--- src/verilog/fifo_net_pkg.sv ---
// Host link router definitions
`default_nettype none

package fifo_net_pkg;

    // Word widths
    localparam int RX_W  = 64;              // Host link word
    localparam int TX_W  = 32;              // Returned word payload
    localparam int CTX_W = 2;               // Context bits beside payload

    localparam logic [7:0] RX_MAGIC = 8'h77;   // Tag byte, bits 7:0

    // Host word type, bits 9:8
    typedef enum logic [1:0] {
        RX_TLP  = 2'b00,
        RX_CFG  = 2'b01,                    // Not served, dropped
        RX_LOOP = 2'b10,
        RX_CMD  = 2'b11
    } rx_type_e;

    // Return path source select
    typedef enum logic [1:0] {
        SRC_NONE,
        SRC_TLP,
        SRC_LOOP,
        SRC_CMD
    } tx_src_e;

    // ------------------------------------------------------------------------
    // Register file layout, byte offsets
    // ------------------------------------------------------------------------
    localparam logic [15:0] RO_MAGIC = 16'hab89;
    localparam logic [15:0] RW_MAGIC = 16'hefcd;
    localparam int RO_BITS = 192;
    localparam int RW_BITS = 128;

    localparam int RO_OFS_MAGIC     = 'h00;
    localparam int RO_OFS_BYTECOUNT = 'h04;
    localparam int RO_OFS_VER_MAJOR = 'h08;
    localparam int RO_OFS_VER_MINOR = 'h09;
    localparam int RO_OFS_DEVICE_ID = 'h0A;
    localparam int RO_OFS_UPTIME    = 'h10;   // 64 bit tick count

    localparam int RW_OFS_MAGIC          = 'h00;
    localparam int RW_OFS_BYTECOUNT      = 'h04;
    localparam int RW_OFS_SUBSYS_VEND_ID = 'h08;
    localparam int RW_OFS_VEND_ID        = 'h0A;
    localparam int RW_OFS_DEV_ID         = 'h0C;
    localparam int RW_OFS_REV_ID         = 'h0E;

    // PCIe identity defaults
    localparam logic [15:0] RW_DEF_SUBSYS_VEND_ID = 16'h10EE;
    localparam logic [15:0] RW_DEF_VEND_ID        = 16'h10EE;
    localparam logic [15:0] RW_DEF_DEV_ID         = 16'h0666;
    localparam logic [7:0]  RW_DEF_REV_ID         = 8'h02;

    // Command word fields
    localparam int CMD_READ_BIT  = 12;
    localparam int CMD_WRITE_BIT = 13;
    localparam int CMD_ADDR_LSB  = 16;      // Address in 31:16
    localparam int ADDR_RW_BIT   = 15;      // Set selects read-write space
    localparam int ADDR_NOWR_BIT = 14;      // Set blocks the write

endpackage

`default_nettype wire

--- src/verilog/word_stream_if.sv ---
// Valid/ready word stream
`default_nettype none

interface word_stream_if #(
    parameter int DW = 32
) ();

    logic [DW-1:0]                  data;
    logic [fifo_net_pkg::CTX_W-1:0] ctx;    // Travels with data
    logic                           valid;  // Held until accepted
    logic                           ready;

    // Transfer on an edge with valid and ready high
    modport source (
        output data,
        output ctx,
        output valid,
        input  ready
    );

    modport sink (
        input  data,
        input  ctx,
        input  valid,
        output ready
    );

endinterface

`default_nettype wire
--- src/verilog/cmd_regfile.sv ---
// Command register file
`default_nettype none

module cmd_regfile #(
    parameter logic [7:0] DEVICE_ID     = 8'd0,
    parameter logic [7:0] VERSION_MAJOR = 8'd0,
    parameter logic [7:0] VERSION_MINOR = 8'd0,
    parameter int         FIFO_DEPTH    = 16
) (
    input  wire                           clk,
    input  wire                           rst,
    input  wire                           i_cmd_wr_en,
    input  wire  [fifo_net_pkg::RX_W-1:0] i_cmd_din,
    word_stream_if.source                 resp_s,
    output logic [15:0]                   o_subsys_vend_id,
    output logic [15:0]                   o_vend_id,
    output logic [15:0]                   o_dev_id,
    output logic [7:0]                    o_rev_id
);

    localparam int CW      = fifo_net_pkg::CTX_W;
    localparam int RO_BITS = fifo_net_pkg::RO_BITS;
    localparam int RW_BITS = fifo_net_pkg::RW_BITS;

    word_stream_if #(.DW(fifo_net_pkg::RX_W)) cmd_s ();

    logic [RO_BITS-1:0]            ro;
    logic [RW_BITS-1:0]            rw;
    logic [63:0]                   uptime;
    logic                          pop;
    logic [15:0]                   addr;
    logic [17:0]                   bit_addr;   // Byte address times 8
    logic [15:0]                   wr_value;
    logic [15:0]                   wr_mask;
    logic [RO_BITS-1:0]            ro_sh;
    logic [RW_BITS-1:0]            rw_sh;
    logic [15:0]                   rd_value;
    logic [RW_BITS-1:0]            wr_mask_full;
    logic [RW_BITS-1:0]            wr_value_full;
    logic                          is_read;
    logic                          is_write;
    logic                          resp_afull;
    logic                          resp_wr_en;
    logic [fifo_net_pkg::TX_W-1:0] resp_word;

    // Read-write defaults
    function automatic logic [RW_BITS-1:0] rw_init();
        logic [RW_BITS-1:0] v;
        v = '0;
        v[fifo_net_pkg::RW_OFS_MAGIC*8 +: 16]          = fifo_net_pkg::RW_MAGIC;
        v[fifo_net_pkg::RW_OFS_BYTECOUNT*8 +: 32]      = RW_BITS / 8;
        v[fifo_net_pkg::RW_OFS_SUBSYS_VEND_ID*8 +: 16] = fifo_net_pkg::RW_DEF_SUBSYS_VEND_ID;
        v[fifo_net_pkg::RW_OFS_VEND_ID*8 +: 16]        = fifo_net_pkg::RW_DEF_VEND_ID;
        v[fifo_net_pkg::RW_OFS_DEV_ID*8 +: 16]         = fifo_net_pkg::RW_DEF_DEV_ID;
        v[fifo_net_pkg::RW_OFS_REV_ID*8 +: 8]          = fifo_net_pkg::RW_DEF_REV_ID;
        return v;
    endfunction

    // ------------------------------------------------------------------------
    // Command queue, popped while responses have room
    // ------------------------------------------------------------------------
    sync_fifo #(.WIDTH(fifo_net_pkg::RX_W + CW), .DEPTH(FIFO_DEPTH)) u_cmd_fifo (
        .clk           (clk),
        .rst           (rst),
        .i_wr_en       (i_cmd_wr_en),
        .i_din         ({{CW{1'b0}}, i_cmd_din}),
        .o_full        (),
        .o_almost_full (),
        .out_s         (cmd_s)
    );

    assign cmd_s.ready = ~resp_afull;
    assign pop         = cmd_s.valid & cmd_s.ready;

    // Field decode
    assign addr     = cmd_s.data[fifo_net_pkg::CMD_ADDR_LSB +: 16];
    assign bit_addr = {addr[14:0], 3'b000};
    assign wr_value = {cmd_s.data[55:48], cmd_s.data[63:56]};   // Bytes 6,7
    assign wr_mask  = {cmd_s.data[39:32], cmd_s.data[47:40]};   // Bytes 4,5
    assign is_read  = pop & cmd_s.data[fifo_net_pkg::CMD_READ_BIT];
    assign is_write = pop & cmd_s.data[fifo_net_pkg::CMD_WRITE_BIT]
                    & addr[fifo_net_pkg::ADDR_RW_BIT] & ~addr[fifo_net_pkg::ADDR_NOWR_BIT];

    // Read-only space
    always_comb
    begin
        ro = '0;
        ro[fifo_net_pkg::RO_OFS_MAGIC*8 +: 16]     = fifo_net_pkg::RO_MAGIC;
        ro[fifo_net_pkg::RO_OFS_BYTECOUNT*8 +: 32] = RO_BITS / 8;
        ro[fifo_net_pkg::RO_OFS_VER_MAJOR*8 +: 8]  = VERSION_MAJOR;
        ro[fifo_net_pkg::RO_OFS_VER_MINOR*8 +: 8]  = VERSION_MINOR;
        ro[fifo_net_pkg::RO_OFS_DEVICE_ID*8 +: 8]  = DEVICE_ID;
        ro[fifo_net_pkg::RO_OFS_UPTIME*8 +: 64]    = uptime;
    end

    // Shifts fill with zeros, so out of range reads give 0
    assign ro_sh    = ro >> bit_addr;
    assign rw_sh    = rw >> bit_addr;
    assign rd_value = addr[fifo_net_pkg::ADDR_RW_BIT] ? rw_sh[15:0] : ro_sh[15:0];

    // Masked write lanes
    assign wr_mask_full  = {{(RW_BITS-16){1'b0}}, wr_mask} << bit_addr;
    assign wr_value_full = {{(RW_BITS-16){1'b0}}, wr_value} << bit_addr;

    always_ff @(posedge clk)
    begin
        if (rst)
        begin
            rw         <= rw_init();
            uptime     <= '0;
            resp_wr_en <= 1'b0;
        end
        else
        begin
            uptime     <= uptime + 1'b1;
            resp_wr_en <= is_read;
            if (is_write)
                rw <= (rw & ~wr_mask_full) | (wr_value_full & wr_mask_full); // Read sees old
        end
    end

    // Response, address then byte-swapped value
    always_ff @(posedge clk)
    begin
        if (is_read)
            resp_word <= {addr, rd_value[7:0], rd_value[15:8]};
    end

    sync_fifo #(.WIDTH(fifo_net_pkg::TX_W + CW), .DEPTH(FIFO_DEPTH)) u_resp_fifo (
        .clk           (clk),
        .rst           (rst),
        .i_wr_en       (resp_wr_en),
        .i_din         ({{CW{1'b0}}, resp_word}),
        .o_full        (),
        .o_almost_full (resp_afull),
        .out_s         (resp_s)
    );

    // PCIe identity
    assign o_subsys_vend_id = rw[fifo_net_pkg::RW_OFS_SUBSYS_VEND_ID*8 +: 16];
    assign o_vend_id        = rw[fifo_net_pkg::RW_OFS_VEND_ID*8 +: 16];
    assign o_dev_id         = rw[fifo_net_pkg::RW_OFS_DEV_ID*8 +: 16];
    assign o_rev_id         = rw[fifo_net_pkg::RW_OFS_REV_ID*8 +: 8];

endmodule

`default_nettype wire

--- src/verilog/fifo_net_top.sv ---
// Host link packet router top
`default_nettype none

module fifo_net_top #(
    parameter logic [7:0] DEVICE_ID     = 8'd0,
    parameter logic [7:0] VERSION_MAJOR = 8'd0,
    parameter logic [7:0] VERSION_MINOR = 8'd0,
    parameter int         FIFO_DEPTH    = 16
) (
    input  wire         clk,
    input  wire         rst,
    // Host receive
    input  wire  [63:0] i_rx_data,
    input  wire         i_rx_valid,
    // TLP to PCIe, no back-pressure
    output logic [31:0] o_tlp_data,
    output logic        o_tlp_last,
    output logic        o_tlp_valid,
    // TLP from PCIe
    input  wire  [31:0] i_tlp_in_data,
    input  wire         i_tlp_in_last,
    input  wire         i_tlp_in_valid,
    output logic        o_tlp_in_ready,
    // Host transmit
    output logic [31:0] o_tx_data,
    output logic [1:0]  o_tx_ctx,
    output logic        o_tx_valid,
    input  wire         i_tx_ready,
    // PCIe identity
    output logic [15:0] o_subsys_vend_id,
    output logic [15:0] o_vend_id,
    output logic [15:0] o_dev_id,
    output logic [7:0]  o_rev_id
);

    word_stream_if #(.DW(fifo_net_pkg::TX_W)) tlp_s ();
    word_stream_if #(.DW(fifo_net_pkg::TX_W)) loop_s ();
    word_stream_if #(.DW(fifo_net_pkg::TX_W)) resp_s ();

    logic        loop_wr_en;
    logic [33:0] loop_din;
    logic        cmd_wr_en;
    logic [63:0] cmd_din;

    // PCIe TLP input as a stream
    assign tlp_s.data     = i_tlp_in_data;
    assign tlp_s.ctx      = {1'b0, i_tlp_in_last};
    assign tlp_s.valid    = i_tlp_in_valid;
    assign o_tlp_in_ready = tlp_s.ready;

    rx_router u_rx_router (
        .clk          (clk),
        .rst          (rst),
        .i_rx_data    (i_rx_data),
        .i_rx_valid   (i_rx_valid),
        .o_tlp_data   (o_tlp_data),
        .o_tlp_last   (o_tlp_last),
        .o_tlp_valid  (o_tlp_valid),
        .o_loop_wr_en (loop_wr_en),
        .o_loop_din   (loop_din),
        .o_cmd_wr_en  (cmd_wr_en),
        .o_cmd_din    (cmd_din)
    );

    sync_fifo #(.WIDTH(34), .DEPTH(FIFO_DEPTH)) u_loop_fifo (
        .clk           (clk),
        .rst           (rst),
        .i_wr_en       (loop_wr_en),
        .i_din         (loop_din),
        .o_full        (),
        .o_almost_full (),
        .out_s         (loop_s)
    );

    cmd_regfile #(
        .DEVICE_ID     (DEVICE_ID),
        .VERSION_MAJOR (VERSION_MAJOR),
        .VERSION_MINOR (VERSION_MINOR),
        .FIFO_DEPTH    (FIFO_DEPTH)
    ) u_cmd_regfile (
        .clk              (clk),
        .rst              (rst),
        .i_cmd_wr_en      (cmd_wr_en),
        .i_cmd_din        (cmd_din),
        .resp_s           (resp_s),
        .o_subsys_vend_id (o_subsys_vend_id),
        .o_vend_id        (o_vend_id),
        .o_dev_id         (o_dev_id),
        .o_rev_id         (o_rev_id)
    );

    tx_arbiter u_tx_arbiter (
        .clk        (clk),
        .rst        (rst),
        .tlp_s      (tlp_s),
        .loop_s     (loop_s),
        .resp_s     (resp_s),
        .o_tx_data  (o_tx_data),
        .o_tx_ctx   (o_tx_ctx),
        .o_tx_valid (o_tx_valid),
        .i_tx_ready (i_tx_ready)
    );

endmodule

`default_nettype wire

--- src/verilog/rx_router.sv ---
// Host word receive router
`default_nettype none

module rx_router (
    input  wire                           clk,
    input  wire                           rst,
    input  wire  [fifo_net_pkg::RX_W-1:0] i_rx_data,
    input  wire                           i_rx_valid,
    output logic [fifo_net_pkg::TX_W-1:0] o_tlp_data,
    output logic                          o_tlp_last,
    output logic                          o_tlp_valid,
    output logic                          o_loop_wr_en,
    output logic [33:0]                   o_loop_din,  // {ctx, payload}
    output logic                          o_cmd_wr_en,
    output logic [fifo_net_pkg::RX_W-1:0] o_cmd_din
);

    fifo_net_pkg::rx_type_e rx_type;
    logic                   accept;
    logic                   tlp_hit;
    logic                   loop_hit;
    logic                   cmd_hit;

    assign rx_type = fifo_net_pkg::rx_type_e'(i_rx_data[9:8]);
    assign accept  = i_rx_valid & (i_rx_data[7:0] == fifo_net_pkg::RX_MAGIC);

    // Type decode, bad magic hits nothing
    always_comb
    begin
        tlp_hit  = 1'b0;
        loop_hit = 1'b0;
        cmd_hit  = 1'b0;
        case (rx_type)
            fifo_net_pkg::RX_TLP:  tlp_hit  = accept;
            fifo_net_pkg::RX_LOOP: loop_hit = accept;
            fifo_net_pkg::RX_CMD:  cmd_hit  = accept;
            default:               ;                  // CFG words discarded
        endcase
    end

    always_ff @(posedge clk)
    begin
        if (rst)
        begin
            o_tlp_valid  <= 1'b0;
            o_loop_wr_en <= 1'b0;
            o_cmd_wr_en  <= 1'b0;
        end
        else
        begin
            o_tlp_valid  <= tlp_hit;
            o_loop_wr_en <= loop_hit;
            o_cmd_wr_en  <= cmd_hit;
        end
    end

    // Field split, loaded every cycle
    always_ff @(posedge clk)
    begin
        o_tlp_data <= i_rx_data[63:32];
        o_tlp_last <= i_rx_data[10];
        o_loop_din <= {i_rx_data[11:10], i_rx_data[63:32]};  // Context rides along
        o_cmd_din  <= i_rx_data;
    end

endmodule

`default_nettype wire

--- src/verilog/sync_fifo.sv ---
// First-word-fall-through FIFO
`default_nettype none

module sync_fifo #(
    parameter int WIDTH = 34,
    parameter int DEPTH = 16
) (
    input  wire              clk,
    input  wire              rst,
    input  wire              i_wr_en,
    input  wire [WIDTH-1:0]  i_din,       // {ctx, data}
    output logic             o_full,
    output logic             o_almost_full,
    word_stream_if.source    out_s
);

    localparam int PW = $clog2(DEPTH);
    localparam int CW = $clog2(DEPTH + 1);
    localparam int DW = WIDTH - fifo_net_pkg::CTX_W;

    logic [WIDTH-1:0] mem [DEPTH];
    logic [PW-1:0]    wr_ptr;
    logic [PW-1:0]    rd_ptr;
    logic [CW-1:0]    count;
    logic             push;
    logic             pop;

    // Pointer wrap, works for any depth
    function automatic logic [PW-1:0] next_ptr(input logic [PW-1:0] p);
        return (p == PW'(DEPTH - 1)) ? '0 : p + 1'b1;
    endfunction

    assign push = i_wr_en & ~o_full;              // Full drops the word
    assign pop  = out_s.valid & out_s.ready;

    assign o_full        = (count == CW'(DEPTH));
    assign o_almost_full = (count >= CW'(DEPTH - 2)); // Room for one in flight

    // Head word shown straight from storage
    assign out_s.valid = (count != '0);
    assign out_s.data  = mem[rd_ptr][DW-1:0];
    assign out_s.ctx   = mem[rd_ptr][WIDTH-1 -: fifo_net_pkg::CTX_W];

    always_ff @(posedge clk)
    begin
        if (push)
            mem[wr_ptr] <= i_din;
    end

    always_ff @(posedge clk)
    begin
        if (rst)
        begin
            wr_ptr <= '0;
            rd_ptr <= '0;
            count  <= '0;
        end
        else
        begin
            if (push)
                wr_ptr <= next_ptr(wr_ptr);
            if (pop)
                rd_ptr <= next_ptr(rd_ptr);
            // Occupancy
            case ({push, pop})
                2'b10:   count <= count + 1'b1;
                2'b01:   count <= count - 1'b1;
                default: count <= count;
            endcase
        end
    end

endmodule

`default_nettype wire

--- src/verilog/tx_arbiter.sv ---
// Fixed priority transmit arbiter
`default_nettype none

module tx_arbiter (
    input  wire         clk,
    input  wire         rst,
    word_stream_if.sink tlp_s,          // Highest priority
    word_stream_if.sink loop_s,
    word_stream_if.sink resp_s,         // Lowest priority
    output logic [31:0] o_tx_data,
    output logic [1:0]  o_tx_ctx,
    output logic        o_tx_valid,
    input  wire         i_tx_ready
);

    fifo_net_pkg::tx_src_e grant;
    logic                  load_en;

    // Output register free or leaving this cycle
    assign load_en = ~o_tx_valid | i_tx_ready;

    always_comb
    begin
        grant = fifo_net_pkg::SRC_NONE;
        if (load_en)
        begin
            if (tlp_s.valid)
                grant = fifo_net_pkg::SRC_TLP;
            else if (loop_s.valid)
                grant = fifo_net_pkg::SRC_LOOP;
            else if (resp_s.valid)
                grant = fifo_net_pkg::SRC_CMD;
        end
    end

    // Pop only the granted source
    assign tlp_s.ready  = (grant == fifo_net_pkg::SRC_TLP);
    assign loop_s.ready = (grant == fifo_net_pkg::SRC_LOOP);
    assign resp_s.ready = (grant == fifo_net_pkg::SRC_CMD);

    always_ff @(posedge clk)
    begin
        if (rst)
            o_tx_valid <= 1'b0;
        else if (load_en)
            o_tx_valid <= (grant != fifo_net_pkg::SRC_NONE);
    end

    // Data holds while stalled
    always_ff @(posedge clk)
    begin
        case (grant)
            fifo_net_pkg::SRC_TLP:
            begin
                o_tx_data <= tlp_s.data;
                o_tx_ctx  <= {1'b0, tlp_s.ctx[0]};   // Only last is kept
            end
            fifo_net_pkg::SRC_LOOP:
            begin
                o_tx_data <= loop_s.data;
                o_tx_ctx  <= loop_s.ctx;
            end
            fifo_net_pkg::SRC_CMD:
            begin
                o_tx_data <= resp_s.data;
                o_tx_ctx  <= resp_s.ctx;
            end
            default:
            begin
                o_tx_data <= o_tx_data;
                o_tx_ctx  <= o_tx_ctx;
            end
        endcase
    end

endmodule

`default_nettype wire

--- config.mk ---
export PLATFORM = sky130hd
export DESIGN_NAME = fifo_net_top
export DESIGN_NICKNAME = d
export VERILOG_FILES = /design/src/verilog/fifo_net_pkg.sv /design/src/verilog/word_stream_if.sv /design/src/verilog/cmd_regfile.sv /design/src/verilog/fifo_net_top.sv /design/src/verilog/rx_router.sv /design/src/verilog/sync_fifo.sv /design/src/verilog/tx_arbiter.sv
export SDC_FILE = /design/constraint.sdc
export NUM_CORES = 2
export LEC_CHECK = 0
export BUFFER_PORTS_ARGS = -buffer_cell sky130_fd_sc_hd__buf_4
export CAP_MARGIN = 10
export CORE_ASPECT_RATIO = 0.6
export CORE_MARGIN = 5
export CORE_UTILIZATION = 44
export CTS_BUF_LIST = sky130_fd_sc_hd__clkbuf_16
export CTS_CLUSTER_DIAMETER = 200
export DETAILED_ROUTE_END_ITERATION = 16
export SYNTH_ARGS = -nofsm -noshare
export SYNTH_HDL_FRONTEND = slang
export SYNTH_SLANG_ARGS = --single-unit
--- constraint.sdc ---
create_clock -name clk -period 6.6 [get_ports clk]
set_clock_uncertainty 0.05 [all_clocks]
set_input_delay 0.99 -clock clk [delete_from_list [all_inputs] [get_ports clk]]
set_output_delay 0.99 -clock clk [all_outputs]
set_load 0.05 [all_outputs]
==> impl_metrics.env <==
export IMPL_antenna_found_initial=12
export IMPL_cts_resized=0
export IMPL_start_kind="register"
export IMPL_p_per_area_mw_per_mm2=352
export IMPL_wl_met1_um=108000
export IMPL_critPathKind="reg2reg"
export IMPL_cts_buffers=205
export IMPL_period_share=0.820
export IMPL_vias=48700
export IMPL_postCtsHoldBufs=0
export IMPL_synthTopCellsByArea="edfxtp_1 (65%), mux4_2 (14%), dfxtp_1 (6.8%)"
export IMPL_synth_top_area_share=0.649
export IMPL_slew_headroom=0.207
export IMPL_synth_distinct_cells=73
export IMPL_gp_congestion=0.937
export IMPL_post_route_util=0.500
export IMPL_die_x_um=590
export IMPL_rows=127
export IMPL_gr_usage_all_layers=0.229
export IMPL_grt_first_pass_wirelength_um=349000
export IMPL_path_clk_slew_ns=0.06
export IMPL_routed_wl_um=245000
export IMPL_htree_num_levels=4
export IMPL_synth_edff_count=1922
export IMPL_yosys_warnings=0
export IMPL_stdcell_count=8141
export IMPL_yosys_area_top_type="edfxtp_1"
export IMPL_status="complete, no violations"
export IMPL_max_clock_path_buffers=4
export IMPL_dieHeight_um=358
export IMPL_dpl_cell_area_mm2=0.0937
export IMPL_cts_tree="done"
export IMPL_first_pass_iters=6
export IMPL_final_nets=5389
export IMPL_syn_avg_cell_area_um2=17.6
export IMPL_setup_viol=0
export IMPL_io_pin_count=228
export IMPL_area_delta_synth_final_pct=12.6
export IMPL_min_path_type="in2reg"
export IMPL_syn_num_nets=5192
export IMPL_grt_pass1_vias=46900
export IMPL_ant_nets=0
export IMPL_yosysSeqAreaShare=0.717
export IMPL_crit_arrival_ns=6.09
export IMPL_post_route_cell_area_mm2=0.100
export IMPL_synthesis_area_mm2=0.0889
export IMPL_clk_latency_ns=0.84
export IMPL_async_reset_ff_frac=0
export IMPL_hpwl_um=149000
export IMPL_drcViolationCount=0
export IMPL_critical_path_max_fanout=65
export IMPL_vdd_drop_max_v=0.000264
export IMPL_core_region_area_mm2=0.200
export IMPL_wl_met3_um=26100
export IMPL_holdWs_ns=0.171
export IMPL_reg2reg_slack_ns=1.19
export IMPL_ys_ff_latch=2222
export IMPL_ys_flop_type="edfxtp_1"
export IMPL_drv_slew=0
export IMPL_hold_violations=0
export IMPL_finalWorstSetupSlack_ns=1.19
export IMPL_cts_sinks=2222
export IMPL_drive_above_1_share=0.242
export IMPL_cts_setup_buffers=0
export IMPL_portBuffers=225
export IMPL_vias_per_cell=5.98
export IMPL_grt_start_max_net_pins=128
export IMPL_tightest_slew_ns=1.18
export IMPL_power_mw=35.3
export IMPL_overflow=0
export IMPL_cap_violations=0
export IMPL_fin_crit_ns=5.41
export IMPL_rsz0062_at_grt="false"
export IMPL_first_iter_violations=6087
export IMPL_required_ns=7.27
export IMPL_syn_inst=5062
export IMPL_wl_met2_um=106000
export IMPL_die_area_mm2=0.211
export IMPL_end_kind="register"
export IMPL_wl_per_cell_um=30.1
export IMPL_p_leak_nw=31.4
export IMPL_pre_cts_ws_ns=1.23
export IMPL_start_util=0.444
export IMPL_placed_cells=7758
export IMPL_topRoutingLayerUsed="met5"
export IMPL_fmax_ghz=0.185
export IMPL_reg2reg_depth=10
export IMPL_cts_root_buffer="clkbuf_16"
export IMPL_finalSetupTns_ns=0
how the worst min path moves through the flow:
stage                  start                         end  slack [ns]  cells after the start
6_report       i_rx_data[52]  u_rx_router.o_tlp_data[20]        0.17                      1
5_1_grt        i_rx_data[55]  u_rx_router.o_tlp_data[23]        0.12                      1
4_1_cts        i_rx_data[53]  u_rx_router.o_tlp_data[21]        0.11                      1
3_5_place_dp        register                    register        0.41                      1
3_3_place_gp        register                    register        0.40                      1
2_1_floorplan       register                    register        0.38                      1
sequential cells by signal (all words and copies together), names as in the netlist, 19 cells and up, named ones only:
register / count
u_cmd_regfile.uptime: 64
u_rx_router.o_cmd_din: 19
u_cmd_regfile.resp_word: 32
u_rx_router.o_tlp_data: 31
u_cmd_regfile.u_cmd_fifo.mem: 800
u_loop_fifo.mem: 544
u_tx_arbiter.o_tx_data: 32
u_cmd_regfile.u_resp_fifo.mem: 512
placed cells by master (no fill, tap or decap), drive strengths merged, types with 24 or more instances in the layout:
master  count
or3        25
clkinv     97
xor2       65
edfxtp   1922
a22oi      80
mux2i      97
buf       377
and3       25
o21ai     119
nand2     510
clkbuf    208
a31oi      28
nor2      283
inv        75
ha         27
nand4      24
nor3       47
dfxtp     300
a21oi     153
mux4      570
nand3     124
cell families (layout without fill, tap and decap cells):
logic type / Yosys count / count (layout) / share of synthesized area
AO/OA/AOI/OAI: 526 / 526 / 0.0376
other: 0 / 13 / 0
XOR/XNOR: 83 / 83 / 0.00818
multiplexers: 673 / 673 / 0.156
buffers and inverters: 419 / 776 / 0.0226
flip-flops: 2222 / 2222 / 0.717
AND/OR/NAND/NOR: 1111 / 1111 / 0.0547
adder cells (fa/ha/maj): 28 / 28 / 0.00403
area by class of cell:
class                           count  area [um2]
Fill cell                       16300      100000
Tap cell                         2709        3390
Clock buffer                      208        5200
Sequential cell                  2222       63800
Inverter                           32         126
Antenna cell                       13        32.5
Timing Repair Buffer              377        2970
Multi-Input combinational cell   2421       23500
Clock inverter                    159        1100
cell usage after synthesis, drive strengths merged (5+ instances only):
library cell / number
ha: 27
nor2: 283
edfxtp: 1922
xnor2: 18
nand2b: 14
o21ai: 119
and3: 25
a32o: 6
o221ai: 13
a211oi: 21
o21a: 5
xor2: 65
a221oi: 7
and4: 7
mux4: 570
nand4: 24
a21o: 17
a21oi: 153
mux2: 6
a31oi: 28
nand3: 124
a22oi: 80
nand2: 510
a21boi: 8
inv: 28
or2: 6
clkbuf: 195
o211ai: 5
and2: 10
nor4: 8
or3: 25
a311oi: 12
dfxtp: 300
o311ai: 10
o21bai: 7
buf: 192
nor2b: 11
or4: 9
mux2i: 97
nor3: 47
metal layers:
| layer | up-vias | global-route usage |
|---|---|---|
| met5 | - | 0 |
| met4 | 2 | 0.0436 |
| met3 | 279 | 0.0579 |
| met2 | 2401 | 0.329 |
| met1 | 25600 | 0.355 |
| li1 | 20400 | - |
power by group:
part | internal, mW | switching [mW] | leakage, nW | total (mW)
registers | 16.2 | 0.945 | 19.8 | 17.2
logic | 2.55 | 4.14 | 8.31 | 6.69
clock network | 6.28 | 5.13 | 3.26 | 11.4
total | 25.1 | 10.2 | 31.4 | 35.3
worst max-delay path: stages (launching register included):
cell and delay (ns):
dfxtp_4 0.78, buf_4 0.36, mux4_2 0.52, a22oi_1 0.19, nand2_1 0.16, or4_4 0.62
or4_4 0.83, nor2b_1 0.86, a21boi_0 0.28, or3_1 0.40, a21o_1 0.18
(Power assumes the default switching activity.)
